`config.mk`:
```
export PLATFORM = sky130hd
export DESIGN_NAME = dm_cache_top
export DESIGN_NICKNAME = d
export VERILOG_FILES = /design/src/logic/dm_cache_pkg.sv /design/src/logic/cache_tag_array.sv /design/src/logic/cache_data_array.sv /design/src/logic/cache_ctrl.sv /design/src/logic/dm_cache_top.sv
export SDC_FILE = /design/constraint.sdc
export NUM_CORES = 1
export LEC_CHECK = 0
export BUFFER_PORTS_ARGS = -buffer_cell sky130_fd_sc_hd__buf_2
export CAP_MARGIN = 40
export CORE_MARGIN = 10
export CORE_UTILIZATION = 30
export DETAILED_ROUTE_END_ITERATION = 6
export GPL_TIMING_DRIVEN = 0
export HOLD_SLACK_MARGIN = 0.03
export PLACE_DENSITY = 0.48
export SLEW_MARGIN = 20
export SYNTH_ARGS = -nofsm -noshare
export SYNTH_HDL_FRONTEND = slang
export SYNTH_SLANG_ARGS = --single-unit
```
`constraint.sdc`:
```
create_clock -name clk -period 4 [get_ports clk]
set_input_delay 0.6 -clock clk [delete_from_list [all_inputs] [get_ports clk]]
set_output_delay 0.6 -clock clk [all_outputs]
set_load 0.01 [all_outputs]
```
`src/logic/dm_cache_pkg.sv`:
```
// shared sizes, address split and array write types of the dm_cache design; compiled before all RTL
package dm_cache_pkg;

  // address and data sizes
  localparam int ADDR_WIDTH     = 16;
  localparam int DATA_WIDTH     = 32;
  localparam int OFFSET_WIDTH   = 4;  // 16-byte line
  localparam int INDEX_WIDTH    = 2;
  localparam int TAG_WIDTH      = ADDR_WIDTH - INDEX_WIDTH - OFFSET_WIDTH;

  // line geometry
  localparam int WORDS_PER_LINE = 4;
  localparam int WORD_SEL_WIDTH = 2;
  localparam int NUM_LINES      = 1 << INDEX_WIDTH;
  localparam int BURST_WIDTH    = 3;  // must hold WORDS_PER_LINE

  // sized constants for the controller
  localparam logic [WORD_SEL_WIDTH-1:0] LAST_WORD  = WORD_SEL_WIDTH'(WORDS_PER_LINE - 1);
  localparam logic [BURST_WIDTH-1:0]    LINE_BURST = BURST_WIDTH'(WORDS_PER_LINE);

  typedef logic [ADDR_WIDTH-1:0] addr_t;
  typedef logic [DATA_WIDTH-1:0] word_t;

  // byte address split, msb first
  typedef struct packed {
    logic [TAG_WIDTH-1:0]    tag;
    logic [INDEX_WIDTH-1:0]  index;
    logic [OFFSET_WIDTH-1:0] offset;
  } addr_fields_t;

  typedef struct packed {
    logic [TAG_WIDTH-1:0] tag;
    logic                 valid;
    logic                 dirty;
  } line_meta_t;

  // one write, seen by both the tag and the data array
  typedef struct packed {
    logic                      en;
    logic [INDEX_WIDTH-1:0]    index;
    logic [WORD_SEL_WIDTH-1:0] word_sel;
    word_t                     data;
    logic [TAG_WIDTH-1:0]      tag;
    logic                      valid;
    logic                      dirty;
  } array_wr_t;

  typedef enum logic [1:0] {
    IDLE,
    WRITE_BACK,
    REFILL
  } fill_state_t;

endpackage

```
`src/logic/cache_tag_array.sv`:
```
// tag, valid and dirty store of the direct-mapped cache; gives both port hits and one line's metadata
module cache_tag_array (
  input  logic                                 clk,
  input  logic                                 rst_n,
  input  dm_cache_pkg::addr_fields_t           main_fields_i,
  input  dm_cache_pkg::addr_fields_t           fetch_fields_i,
  input  dm_cache_pkg::array_wr_t              wr_i,
  input  logic [dm_cache_pkg::INDEX_WIDTH-1:0] meta_idx_i,
  output logic                                 main_hit_o,
  output logic                                 fetch_hit_o,
  output dm_cache_pkg::line_meta_t             meta_o
);

  dm_cache_pkg::line_meta_t meta_q [dm_cache_pkg::NUM_LINES];
  dm_cache_pkg::line_meta_t main_meta;
  dm_cache_pkg::line_meta_t fetch_meta;
  dm_cache_pkg::line_meta_t wr_meta;  // current contents of the written line

  always_ff @(posedge clk or negedge rst_n) begin
    if (!rst_n) begin
      for (int i = 0; i < dm_cache_pkg::NUM_LINES; i++) begin
        meta_q[i] <= '0;  // all lines invalid
      end
    end else if (wr_i.en) begin
      meta_q[wr_i.index] <= {wr_i.tag, wr_i.valid, wr_i.dirty};
    end
  end

  assign main_meta  = meta_q[main_fields_i.index];
  assign fetch_meta = meta_q[fetch_fields_i.index];
  assign wr_meta    = meta_q[wr_i.index];

  assign main_hit_o  = main_meta.valid && (main_meta.tag == main_fields_i.tag);
  assign fetch_hit_o = fetch_meta.valid && (fetch_meta.tag == fetch_fields_i.tag);

  assign meta_o = meta_q[meta_idx_i];  // victim info for the controller

  // a dirty line of another tag is only replaced after its write-back
  a_no_dirty_overwrite: assert property (
    @(posedge clk) disable iff (!rst_n)
    wr_i.en |-> !(wr_meta.valid && wr_meta.dirty && (wr_meta.tag != wr_i.tag))
  );

endmodule

```
`src/logic/cache_data_array.sv`:
```
// word storage of the cache; two front read ports, a victim read port and one write port
module cache_data_array (
  input  logic                                    clk,
  input  logic                                    rst_n,
  input  dm_cache_pkg::addr_fields_t              main_addr_i,
  input  dm_cache_pkg::addr_fields_t              fetch_addr_i,
  input  dm_cache_pkg::array_wr_t                 wr_i,
  input  logic [dm_cache_pkg::INDEX_WIDTH-1:0]    victim_idx_i,
  input  logic [dm_cache_pkg::WORD_SEL_WIDTH-1:0] victim_word_i,
  output dm_cache_pkg::word_t                     main_rdata_o,
  output dm_cache_pkg::word_t                     fetch_rdata_o,
  output dm_cache_pkg::word_t                     victim_data_o
);

  dm_cache_pkg::word_t mem_q [dm_cache_pkg::NUM_LINES][dm_cache_pkg::WORDS_PER_LINE];

  logic [dm_cache_pkg::WORD_SEL_WIDTH-1:0] main_word;
  logic [dm_cache_pkg::WORD_SEL_WIDTH-1:0] fetch_word;

  // word select is the upper part of the byte offset
  assign main_word  = main_addr_i.offset[dm_cache_pkg::OFFSET_WIDTH-1 -: dm_cache_pkg::WORD_SEL_WIDTH];
  assign fetch_word = fetch_addr_i.offset[dm_cache_pkg::OFFSET_WIDTH-1 -: dm_cache_pkg::WORD_SEL_WIDTH];

  always_ff @(posedge clk) begin
    if (wr_i.en) begin
      mem_q[wr_i.index][wr_i.word_sel] <= wr_i.data;
    end
  end

  assign main_rdata_o  = mem_q[main_addr_i.index][main_word];
  assign fetch_rdata_o = mem_q[fetch_addr_i.index][fetch_word];
  assign victim_data_o = mem_q[victim_idx_i][victim_word_i];  // write-back source

endmodule

```
`src/logic/cache_ctrl.sv`:
```
// miss handling of the cache; write-back and refill FSM, memory burst driver and array write mux
module cache_ctrl (
  input  logic                                    clk,
  input  logic                                    rst_n,
  input  dm_cache_pkg::addr_fields_t              main_fields_i,
  input  dm_cache_pkg::addr_fields_t              fetch_fields_i,
  input  logic                                    main_read_i,
  input  logic                                    main_write_i,
  input  logic                                    fetch_read_i,
  input  dm_cache_pkg::word_t                     main_wdata_i,
  input  logic                                    main_hit_i,
  input  logic                                    fetch_hit_i,
  input  dm_cache_pkg::line_meta_t                meta_i,
  input  dm_cache_pkg::word_t                     victim_data_i,
  output logic [dm_cache_pkg::INDEX_WIDTH-1:0]    meta_idx_o,
  output logic [dm_cache_pkg::WORD_SEL_WIDTH-1:0] victim_word_o,
  output dm_cache_pkg::array_wr_t                 wr_o,
  output logic                                    main_wait_o,
  output logic                                    fetch_wait_o,
  output dm_cache_pkg::addr_t                     mem_addr_o,
  output logic [dm_cache_pkg::BURST_WIDTH-1:0]    mem_burstcount_o,
  output logic                                    mem_read_o,
  output logic                                    mem_write_o,
  output dm_cache_pkg::word_t                     mem_wdata_o,
  input  dm_cache_pkg::word_t                     mem_rdata_i,
  input  logic                                    mem_wait_i,
  input  logic                                    mem_rdata_valid_i
);

  dm_cache_pkg::fill_state_t state_q;
  logic [dm_cache_pkg::WORD_SEL_WIDTH-1:0] word_cnt_q;
  dm_cache_pkg::addr_fields_t miss_q;

  dm_cache_pkg::addr_fields_t miss_sel;
  dm_cache_pkg::addr_fields_t miss_fields;
  dm_cache_pkg::addr_t victim_line_addr;
  dm_cache_pkg::addr_t fill_line_addr;
  logic [dm_cache_pkg::WORD_SEL_WIDTH-1:0] main_word;

  logic main_req;
  logic main_miss;
  logic fetch_miss;
  logic main_wr_hit;
  logic start_miss;
  logic victim_dirty;
  logic last_word;
  logic wb_done;

  assign main_req    = main_read_i || main_write_i;
  assign main_miss   = main_req && !main_hit_i;
  assign fetch_miss  = fetch_read_i && !fetch_hit_i;
  assign main_wr_hit = main_write_i && main_hit_i;

  // main port first; a fetch miss also yields to a write hit in the same cycle
  assign start_miss = (state_q == dm_cache_pkg::IDLE) &&
                      (main_miss || (fetch_miss && !main_wr_hit));

  assign miss_sel    = main_miss ? main_fields_i : fetch_fields_i;
  assign miss_fields = (state_q == dm_cache_pkg::IDLE) ? miss_sel : miss_q;

  assign victim_dirty = meta_i.valid && meta_i.dirty;
  assign last_word    = (word_cnt_q == dm_cache_pkg::LAST_WORD);
  assign wb_done      = (state_q == dm_cache_pkg::WRITE_BACK) && !mem_wait_i && last_word;

  // line-aligned burst addresses
  assign victim_line_addr = {meta_i.tag, miss_fields.index, {dm_cache_pkg::OFFSET_WIDTH{1'b0}}};
  assign fill_line_addr   = {miss_fields.tag, miss_fields.index,
                             {dm_cache_pkg::OFFSET_WIDTH{1'b0}}};

  assign main_word = main_fields_i.offset[dm_cache_pkg::OFFSET_WIDTH-1 -: dm_cache_pkg::WORD_SEL_WIDTH];

  assign meta_idx_o       = miss_fields.index;
  assign victim_word_o    = word_cnt_q;
  assign mem_wdata_o      = victim_data_i;
  assign mem_burstcount_o = dm_cache_pkg::LINE_BURST;  // words, not bytes

  // writes wait outside IDLE since the array write port belongs to the refill
  assign main_wait_o  = main_miss || (main_write_i && (state_q != dm_cache_pkg::IDLE));
  assign fetch_wait_o = fetch_miss;

  always_ff @(posedge clk or negedge rst_n) begin
    if (!rst_n) begin
      state_q     <= dm_cache_pkg::IDLE;
      word_cnt_q  <= '0;
      mem_read_o  <= 1'b0;
      mem_write_o <= 1'b0;
    end else begin
      case (state_q)
        dm_cache_pkg::IDLE: begin
          word_cnt_q <= '0;
          if (start_miss) begin
            if (victim_dirty) begin
              state_q     <= dm_cache_pkg::WRITE_BACK;
              mem_write_o <= 1'b1;
            end else begin
              state_q    <= dm_cache_pkg::REFILL;
              mem_read_o <= 1'b1;
            end
          end
        end
        dm_cache_pkg::WRITE_BACK: begin
          if (!mem_wait_i) begin  // word accepted
            if (last_word) begin
              state_q     <= dm_cache_pkg::REFILL;
              word_cnt_q  <= '0;
              mem_write_o <= 1'b0;
              mem_read_o  <= 1'b1;
            end else begin
              word_cnt_q <= word_cnt_q + 1'b1;
            end
          end
        end
        dm_cache_pkg::REFILL: begin
          if (mem_read_o && !mem_wait_i) begin
            mem_read_o <= 1'b0;  // burst accepted
          end
          if (mem_rdata_valid_i) begin
            if (last_word) begin
              state_q    <= dm_cache_pkg::IDLE;
              word_cnt_q <= '0;
            end else begin
              word_cnt_q <= word_cnt_q + 1'b1;
            end
          end
        end
        default: begin
          state_q <= dm_cache_pkg::IDLE;
        end
      endcase
    end
  end

  // miss address and burst address
  always_ff @(posedge clk) begin
    if (start_miss) begin
      miss_q     <= miss_sel;
      mem_addr_o <= victim_dirty ? victim_line_addr : fill_line_addr;
    end else if (wb_done) begin
      mem_addr_o <= fill_line_addr;
    end
  end

  always_comb begin
    wr_o = '0;
    case (state_q)
      dm_cache_pkg::IDLE: begin
        wr_o.en       = main_wr_hit;
        wr_o.index    = main_fields_i.index;
        wr_o.word_sel = main_word;
        wr_o.data     = main_wdata_i;
        wr_o.tag      = main_fields_i.tag;
        wr_o.valid    = 1'b1;
        wr_o.dirty    = 1'b1;
      end
      dm_cache_pkg::WRITE_BACK: begin
        // rewrite the last victim word unchanged so the line reads clean
        wr_o.en       = wb_done;
        wr_o.index    = miss_q.index;
        wr_o.word_sel = word_cnt_q;
        wr_o.data     = victim_data_i;
        wr_o.tag      = meta_i.tag;
        wr_o.valid    = 1'b1;
        wr_o.dirty    = 1'b0;
      end
      dm_cache_pkg::REFILL: begin
        wr_o.en       = mem_rdata_valid_i;
        wr_o.index    = miss_q.index;
        wr_o.word_sel = word_cnt_q;
        wr_o.data     = mem_rdata_i;
        wr_o.tag      = miss_q.tag;
        wr_o.valid    = last_word;  // line usable after final word
        wr_o.dirty    = 1'b0;
      end
      default: begin
        wr_o = '0;
      end
    endcase
  end

  a_mem_rw_exclusive: assert property (
    @(posedge clk) disable iff (!rst_n)
    !(mem_read_o && mem_write_o)
  );

  // read data from memory only while a refill is in flight
  a_rdata_in_refill: assert property (
    @(posedge clk) disable iff (!rst_n)
    mem_rdata_valid_i |-> (state_q == dm_cache_pkg::REFILL)
  );

endmodule

```
`src/logic/dm_cache_top.sv`:
```
// top of the direct-mapped write-back cache; main and fetch front ports plus one burst memory port
module dm_cache_top (
  input  logic                                 clk,
  input  logic                                 rst_n,

  // main port
  input  dm_cache_pkg::addr_t                  main_addr_i,
  input  logic                                 main_read_i,
  input  logic                                 main_write_i,
  input  dm_cache_pkg::word_t                  main_wdata_i,
  output dm_cache_pkg::word_t                  main_rdata_o,
  output logic                                 main_wait_o,

  // read-only fetch port
  input  dm_cache_pkg::addr_t                  fetch_addr_i,
  input  logic                                 fetch_read_i,
  output dm_cache_pkg::word_t                  fetch_rdata_o,
  output logic                                 fetch_wait_o,

  // burst memory port
  output dm_cache_pkg::addr_t                  mem_addr_o,
  output logic [dm_cache_pkg::BURST_WIDTH-1:0] mem_burstcount_o,
  output logic                                 mem_read_o,
  output logic                                 mem_write_o,
  output dm_cache_pkg::word_t                  mem_wdata_o,
  input  dm_cache_pkg::word_t                  mem_rdata_i,
  input  logic                                 mem_wait_i,
  input  logic                                 mem_rdata_valid_i
);

  dm_cache_pkg::addr_fields_t main_fields;
  dm_cache_pkg::addr_fields_t fetch_fields;
  dm_cache_pkg::array_wr_t    array_wr;
  dm_cache_pkg::line_meta_t   meta;
  dm_cache_pkg::word_t        victim_data;

  logic [dm_cache_pkg::INDEX_WIDTH-1:0]    meta_idx;
  logic [dm_cache_pkg::WORD_SEL_WIDTH-1:0] victim_word;
  logic                                    main_hit;
  logic                                    fetch_hit;

  assign main_fields  = dm_cache_pkg::addr_fields_t'(main_addr_i);
  assign fetch_fields = dm_cache_pkg::addr_fields_t'(fetch_addr_i);

  cache_tag_array u_tag_array (
    .clk            (clk),
    .rst_n          (rst_n),
    .main_fields_i  (main_fields),
    .fetch_fields_i (fetch_fields),
    .wr_i           (array_wr),
    .meta_idx_i     (meta_idx),
    .main_hit_o     (main_hit),
    .fetch_hit_o    (fetch_hit),
    .meta_o         (meta)
  );

  cache_data_array u_data_array (
    .clk           (clk),
    .rst_n         (rst_n),
    .main_addr_i   (main_fields),
    .fetch_addr_i  (fetch_fields),
    .wr_i          (array_wr),
    .victim_idx_i  (meta_idx),  // same line as the metadata lookup
    .victim_word_i (victim_word),
    .main_rdata_o  (main_rdata_o),
    .fetch_rdata_o (fetch_rdata_o),
    .victim_data_o (victim_data)
  );

  cache_ctrl u_ctrl (
    .clk               (clk),
    .rst_n             (rst_n),
    .main_fields_i     (main_fields),
    .fetch_fields_i    (fetch_fields),
    .main_read_i       (main_read_i),
    .main_write_i      (main_write_i),
    .fetch_read_i      (fetch_read_i),
    .main_wdata_i      (main_wdata_i),
    .main_hit_i        (main_hit),
    .fetch_hit_i       (fetch_hit),
    .meta_i            (meta),
    .victim_data_i     (victim_data),
    .meta_idx_o        (meta_idx),
    .victim_word_o     (victim_word),
    .wr_o              (array_wr),
    .main_wait_o       (main_wait_o),
    .fetch_wait_o      (fetch_wait_o),
    .mem_addr_o        (mem_addr_o),
    .mem_burstcount_o  (mem_burstcount_o),
    .mem_read_o        (mem_read_o),
    .mem_write_o       (mem_write_o),
    .mem_wdata_o       (mem_wdata_o),
    .mem_rdata_i       (mem_rdata_i),
    .mem_wait_i        (mem_wait_i),
    .mem_rdata_valid_i (mem_rdata_valid_i)
  );

endmodule

```
==> metrics.txt, run 1 <==
worst-path fanout max=10; filler instances=9892; peak supply drop=0.0003523 V; area grow syn2layout=34.59%; sequential cell area fraction in the yosys report=0.5268; first-pass GRT wire length=192600 µm; Final Cell Area=44580 µm²; CP Class=register to primary output; worst hold margin=0.02812 ns; Clk network pwr share=0.200; failing checks=negative setup slack; Final Hold Fails=0; TritonCTS buffer count=73; via count=23473; Placed Cells incl. Taps=3709; synthesized cell area=33120 µm²; antenna violations before repair=0; Final period util=1.246; WP buf/inv=4; crit-path max cell delay=0.51 ns; combinational share of power=0.522; Power Density=735.2 nW/µm²; Async SR Flop Fraction=0.09153; CTS H-tree lvls=3; initial DRC count=2678; Worst Hold Class=input port to asynchronous set/reset pin; Clk pin slew, worst setup/hold paths=0.05 ns; critical path's most frequent cell=buf_4; Final ANT Viol Nets=0; DR vias/cell=5.889; clk_skew=0.04312 ns; CP Launch Point=u_tag_array.meta_q[9]; # rows=121; Int Power=0.02008 W; Setup TNS=-66.81 ns; post-layout min period=4.983 ns; vias in the first global route=24245; RSZ-0062 raised after global routing=yes; delay-heaviest family, CP=buffers and inverters; detailed-route wire length per cell=35.25 µm; core area=109300 µm²; Worst Tran Pin Value=0.9129 ns; outcome=finished with violations; YS warnings=0; GRT Overall Usage=0.2166; register bit total from synthesis=590; Most used DFF post-synth=edfxtp_1; Mapped Cells=1945; max-slew violation count=0; critical path data arrival time=4.38 ns; final non-filler cell total=3986; Setup Viol. Count Final=518; Switching Share=0.3874; Clock Path Buffers=3; nets=2562; WL final=140500 µm; sequence of cells on the critical path=mux4_2, xor2_1, nor4_2, buf_4, a21boi_4, nor3_2, nor3_4, buf_4, nand2_4, buf_4, o221ai_2, mux2i_2, buf_2; CP Launch Type=register; top cells by area, synth=edfxtp_1 (49%), mux4_2 (23%), mux2_2 (6.1%), mux2i_1 (6.0%), dfrtp_1 (4.1%); post-route setup slack=-0.9834 ns; Starting Density=0.3030; TritonCTS clock tree=done; Post-synth EDFFs=536; # DRC=0; CTS Hold Bufs=0; Clock Latency Late Sink=0.66 ns; I/O pin count=222; part of the power in registers=0.278; Switch Pwr=0.01270 W; Port Buffers=206; layout cells sized above 1=0.5532; Yosys top cell by area=edfxtp_1; Max Cap Viol=0; Clock Sink Count=590; Leakage=15.76 nW; Die Wd=352.3 µm; Placed Area=38180 µm²; die extent in y=352.3 µm; Post-DP HPWL=96520 µm; largest net degree at the start of global routing=55; CP Capture Type=primary output; RePlAce Congestion=0.8412; root buf cell=clkbuf_16; WP data required=3.40 ns; worst r2r src=u_tag_array.meta_q[10]; area share of the largest cell type after synthesis=0.4860; Slew HR=0.3914; slowest cell on the critical path=mux4_2; synth cell count leaders=edfxtp_1 (536), mux4_2 (337), mux2i_1 (200); synthesized area per cell=17.03 µm²; top-count cell post-synth=edfxtp_1; Fmax=0.2007 GHz; Distinct cells, synth=61; drt first pass iters=5; total gr overflow=0; DIE AREA=124100 µm²
cells by family after synthesis:
family | after synthesis | share of synthesized area
AO/OA/AOI/OAI | 253 | 0.06146
XOR/XNOR | 23 | 0.006082
AND/OR/NAND/NOR | 147 | 0.02021
multiplexers | 732 | 0.3567
buffers and inverters | 193 | 0.02667
adder cells (fa/ha/maj) | 5 | 0.001889
other | 2 | 0.0002267
flip-flops | 590 | 0.5268
cell usage in the layout (no fill, tap or decap), types with 8 or more instances in the layout:
cell type  synthesis  final
dfrtp_1           54     54
inv_1             12     12
mux2_2           180    155
mux2i_4            1     12
a22oi_1           67     12
buf_12             0     57
buf_6              6     69
a22o_1            41     41
nand2_1           61     60
buf_2             48    206
mux2_1            10      8
buf_8              1     19
mux2i_2            0     11
o221ai_2           0     25
buf_16             0     43
mux2i_1          200    178
a21o_1            11     11
xnor2_1           19     16
a22oi_2            0     55
nor2_4             0     16
buf_4             11    120
edfxtp_1         536    536
o221ai_4           0     72
clkinv_2           0     12
clkbuf_2           1     29
nor2_1            60     44
clkbuf_16          0     84
mux4_2           337    337
clkinv_1           2     15
mux2_4             4     31
clkbuf_1          77     61
o21ai_0           13     13
power by group through the flow:
stage | clock network, W | registers, W | logic (W)
after floorplan | 0 | 0.00906 | 0.00731
after global placement | 0 | 0.00921 | 0.0117
after detailed placement | 0 | 0.00921 | 0.0123
after CTS | 0.00665 | 0.00907 | 0.0158
after global routing | 0.00689 | 0.00917 | 0.0179
final | 0.00656 | 0.00910 | 0.0171
sequential cells by signal (all words and copies together), names as in the netlist:
register              count
u_ctrl.mem_addr_o        12
u_ctrl.mem_read_o         1
u_ctrl.mem_write_o        1
u_ctrl.miss_q            12
u_ctrl.state_q            2
u_ctrl.victim_word_o      2
u_data_array.mem_q      512
u_tag_array.meta_q       48
final cells by class:
| cell class | instances | area, µm² | area share |
|---|---|---|---|
| antenna | 1 | 2.502 | 0.00005614 |
| timing repair buffer | 428 | 4338 | 0.09732 |
| multi-input combinational | 1168 | 16990 | 0.3811 |
| clock inverter | 36 | 370.4 | 0.008309 |
| buffer | 178 | 1579 | 0.03542 |
| tap | 1476 | 1847 | 0.04143 |
| inverter | 15 | 56.30 | 0.001263 |
| clock buffer | 94 | 1948 | 0.04370 |
| sequential | 590 | 17450 | 0.3914 |
through the flow:
step | worst slack, ns | total power [W] | utilization
4_1_cts | -0.9976 | 0.03151 | 0.3989
2_1_floorplan | -0.4028 | 0.01636 | -
3_3_place_gp | -4.040 | 0.02094 | 0.3356
6_report | -0.9834 | 0.03277 | 0.4078
5_1_grt | -1.110 | 0.03392 | 0.4078
3_5_place_dp | -1.817 | 0.02152 | 0.3492
worst paths after layout:
check	to	slack, ns	cells after the start
max	mem_wdata_o[29]	-0.98	13
min	u_tag_array.meta_q[22]	0.03	1
max reg2reg	u_data_array.mem_q[2][93]	-0.24	16
min reg2reg	u_tag_array.meta_q[36]	0.49	2
max in group asynchronous	u_tag_array.meta_q[7]	3.44	1
min in group clk	u_ctrl.miss_q[14]	0.31	2
repair_timing:
item	in CTS	in global routing
resized for setup	333	98
setup endpoints to repair	907	856
buffers inserted	92	37
cloned	12	9
pin swaps	68	62
routing by layer:
metal | wire length (µm) | vias up | track usage | share of wire
li1 | - | 9387 | - | -
met1 | 56850 | 12533 | 0.2848 | 0.40
met2 | 66000 | 1296 | 0.3468 | 0.47
met3 | 12310 | 257 | 0.05174 | 0.088
met4 | 5355 | 0 | 0.07678 | 0.038
met5 | 0 | - | 0 | 0
(Power assumes the default switching activity.)
==> run 2, diff against run 1 <==
CORE_UTILIZATION = 40   (was 30)
PLACE_DENSITY = 0.6   (was 0.48)
==> run 2 against run 1 <==
- sequential power about the same
- total power down 6.5%
- clock skew down 0.0049 ns
- critical path depth up 2
- sequential share of layout area up 1.9 points
- critical path type unchanged
- the flow still finishes with violations (negative setup slack)
- global-route usage up 5.3 points
- highest routed layer unchanged
- count of clock-buffer cells in the layout down 6
==> metrics.txt, run 2 (synthesis gave the netlist of run 1 again) <==
outcome=finished with violations; failing checks=negative setup slack; largest net degree at the start of global routing=55 (unchanged); critical path data arrival time=4.43 ns (+0.05 ns); CP Capture Type=primary output; critical path's most frequent cell=buf_12; die extent in y=307.8 µm (-13%); detailed-route wire length per cell=36.95 µm (+4.8%); Starting Density=0.4034 (+0.1004); total power=0.03064 W (-6.5%); Largest regs=u_data_array.mem_q x512, u_tag_array.meta_q x48; RePlAce Congestion=0.8603 (+2.3%); max-slew violation count=0 (unchanged); commonest non-fill, non-tap cell in the layout=edfxtp_1; Clock Sink Count=590 (unchanged); I/O pin count=222 (unchanged); Setup TNS=-126.19 ns (-59.38 ns); final non-filler cell total=3508 (-12%); initial DRC count=3047 (+14%); Worst Tran Pin Value=0.9572 ns (+0.04426 ns); WL final=129600 µm (-7.8%); antenna violations before repair=3 (+3); GRT met2 Usage=0.4320 (+0.08521); worst-path fanout max=7 (-3); CTS Hold Bufs=0 (unchanged); GR peak layer=met2; Leakage=15.05 nW (-4.5%); max FFs per register=512 (unchanged); delay-heaviest family, CP=multiplexers; Fmax=0.1987 GHz (-0.99%); CP Launch Type=register; # rows=105 (-13%); filler instances=6530 (-34%); Port Buffers=206 (unchanged); first-pass GRT wire length=180400 µm (-6.3%); DIE AREA=94710 µm² (-24%); Biggest register=u_data_array.mem_q; vias in the first global route=24096 (-0.61%); GRT Overall Usage=0.2693 (+0.05263); TritonCTS buffer count=70 (-4.1%); # DRC=0 (unchanged); Final Hold Fails=0 (unchanged); crit-path max cell delay=0.54 ns (+0.03 ns); clk_skew=0.03820 ns (-0.004921 ns); CTS H-tree lvls=3 (unchanged); Clk pin slew, worst setup/hold paths=0.06 ns (about the same); post-layout min period=5.033 ns (+0.04985 ns); Power Density=720.5 nW/µm² (-2.0%); DR vias/cell=6.749 (+15%); nets=2491 (-2.8%); Max Cap Viol=0 (unchanged); Clock Path Buffers=3 (unchanged); peak supply drop=0.0003694 V (+4.9%); via count=23675 (+0.86%); root buf cell=clkbuf_16; GR met3 Demand/Resource=0.07140 (+0.01966); Post-DP HPWL=89910 µm (-6.8%); WP data required=3.40 ns (about the same); most frequent cells in the layout=edfxtp_1 (536), mux4_2 (337), buf_2 (223); RSZ-0062 raised after global routing=yes; drt first pass iters=7 (+2); Final period util=1.258 (+0.01246); post-route setup slack=-1.033 ns (-0.04985 ns); area grow syn2layout=28.39%; Clock Latency Late Sink=0.64 ns (-0.02 ns); CP Class=register to primary output; Final ANT Viol Nets=0 (unchanged); Die Wd=307.8 µm (-13%); layout cells sized above 1=0.5373 (-0.01588); GRT met1 Usage=0.3399 (+0.05516); Worst Hold Class=input port to asynchronous set/reset pin; slowest cell on the critical path=mux4_2; Slew HR=0.3619 (-0.02951); Placed Cells incl. Taps=3307 (-11%); Setup Viol. Count Final=707 (+36%); WP buf/inv=5 (+1); Antenna Cells=0 (-1); core area=82110 µm² (-25%); sequence of cells on the critical path=mux4_2, xnor2_4, o2111ai_4, nor4_4, mux2_4, a31oi_4, buf_12, buf_12, buf_12, buf_4, mux2i_2, a22oi_2, o221ai_2, mux2i_2, buf_2; TritonCTS clock tree=done; total gr overflow=0 (unchanged)
-- run 2: area by class of cell --
| type | instances | area [µm²] | area share |
|---|---|---|---|
| Clock buffer | 88 | 1859 | 0.04372 |
| Tap cell | 1070 | 1339 | 0.03148 |
| Timing Repair Buffer | 364 | 3317 | 0.07800 |
| Buffer | 175 | 1479 | 0.03478 |
| Sequential cell | 590 | 17450 | 0.4103 |
| Inverter | 15 | 56.30 | 0.001324 |
| Multi-Input combinational cell | 1167 | 16650 | 0.3915 |
| Clock inverter | 39 | 377.9 | 0.008886 |
-- run 2: path summary, 6_finish.rpt --
check                                             from                   endpoint  slack (ns)  cells after the start
worst max register to register  u_tag_array.meta_q[46]  u_data_array.mem_q[3][51]       -0.51                     15
worst min register to register   u_tag_array.meta_q[0]      u_tag_array.meta_q[0]        0.48                      2
worst max-delay path            u_tag_array.meta_q[46]            mem_wdata_o[31]       -1.03                     15
worst min-delay path                             rst_n     u_tag_array.meta_q[43]        0.04                      1
min in group clk                      fetch_addr_i[15]          u_ctrl.miss_q[15]        0.35                      2
max in group asynchronous                        rst_n     u_tag_array.meta_q[47]        3.44                      1
-- run 2: per-layer routing --
layer,wire length [µm],vias up
met1,47900,12444
met2,61750,1638
met4,6373,0
met3,13590,373
met5,0,-
li1,-,9220
-- run 2: through the flow --
step	hold WS [ns]	worst slack [ns]	utilization	area, µm²
floorplan	0.3044	-0.4028	-	33800
global placement	0.4638	-3.782	0.4406	36170
detailed placement	0.4716	-1.662	0.4586	37660
CTS	0.05656	-1.042	0.5069	41620
global route	0.08187	-1.158	0.5179	42520
finish	0.04219	-1.033	0.5179	42520
-- run 2: timing repair --
action | 4_1_cts | 5_1_grt
gates resized for setup | 241 | 125
hold endpoints to repair | 0 | 0
buffers inserted | 50 | 21
setup endpoints to repair | 877 | 885
pin swaps | 41 | 25
cloned | 5 | 0
-- run 2: where the power goes --
part           switching [W]  internal (W)
Combinational        0.00869       0.00650
Clock                0.00270       0.00365
Sequential          0.000517       0.00858
Total                 0.0119        0.0187
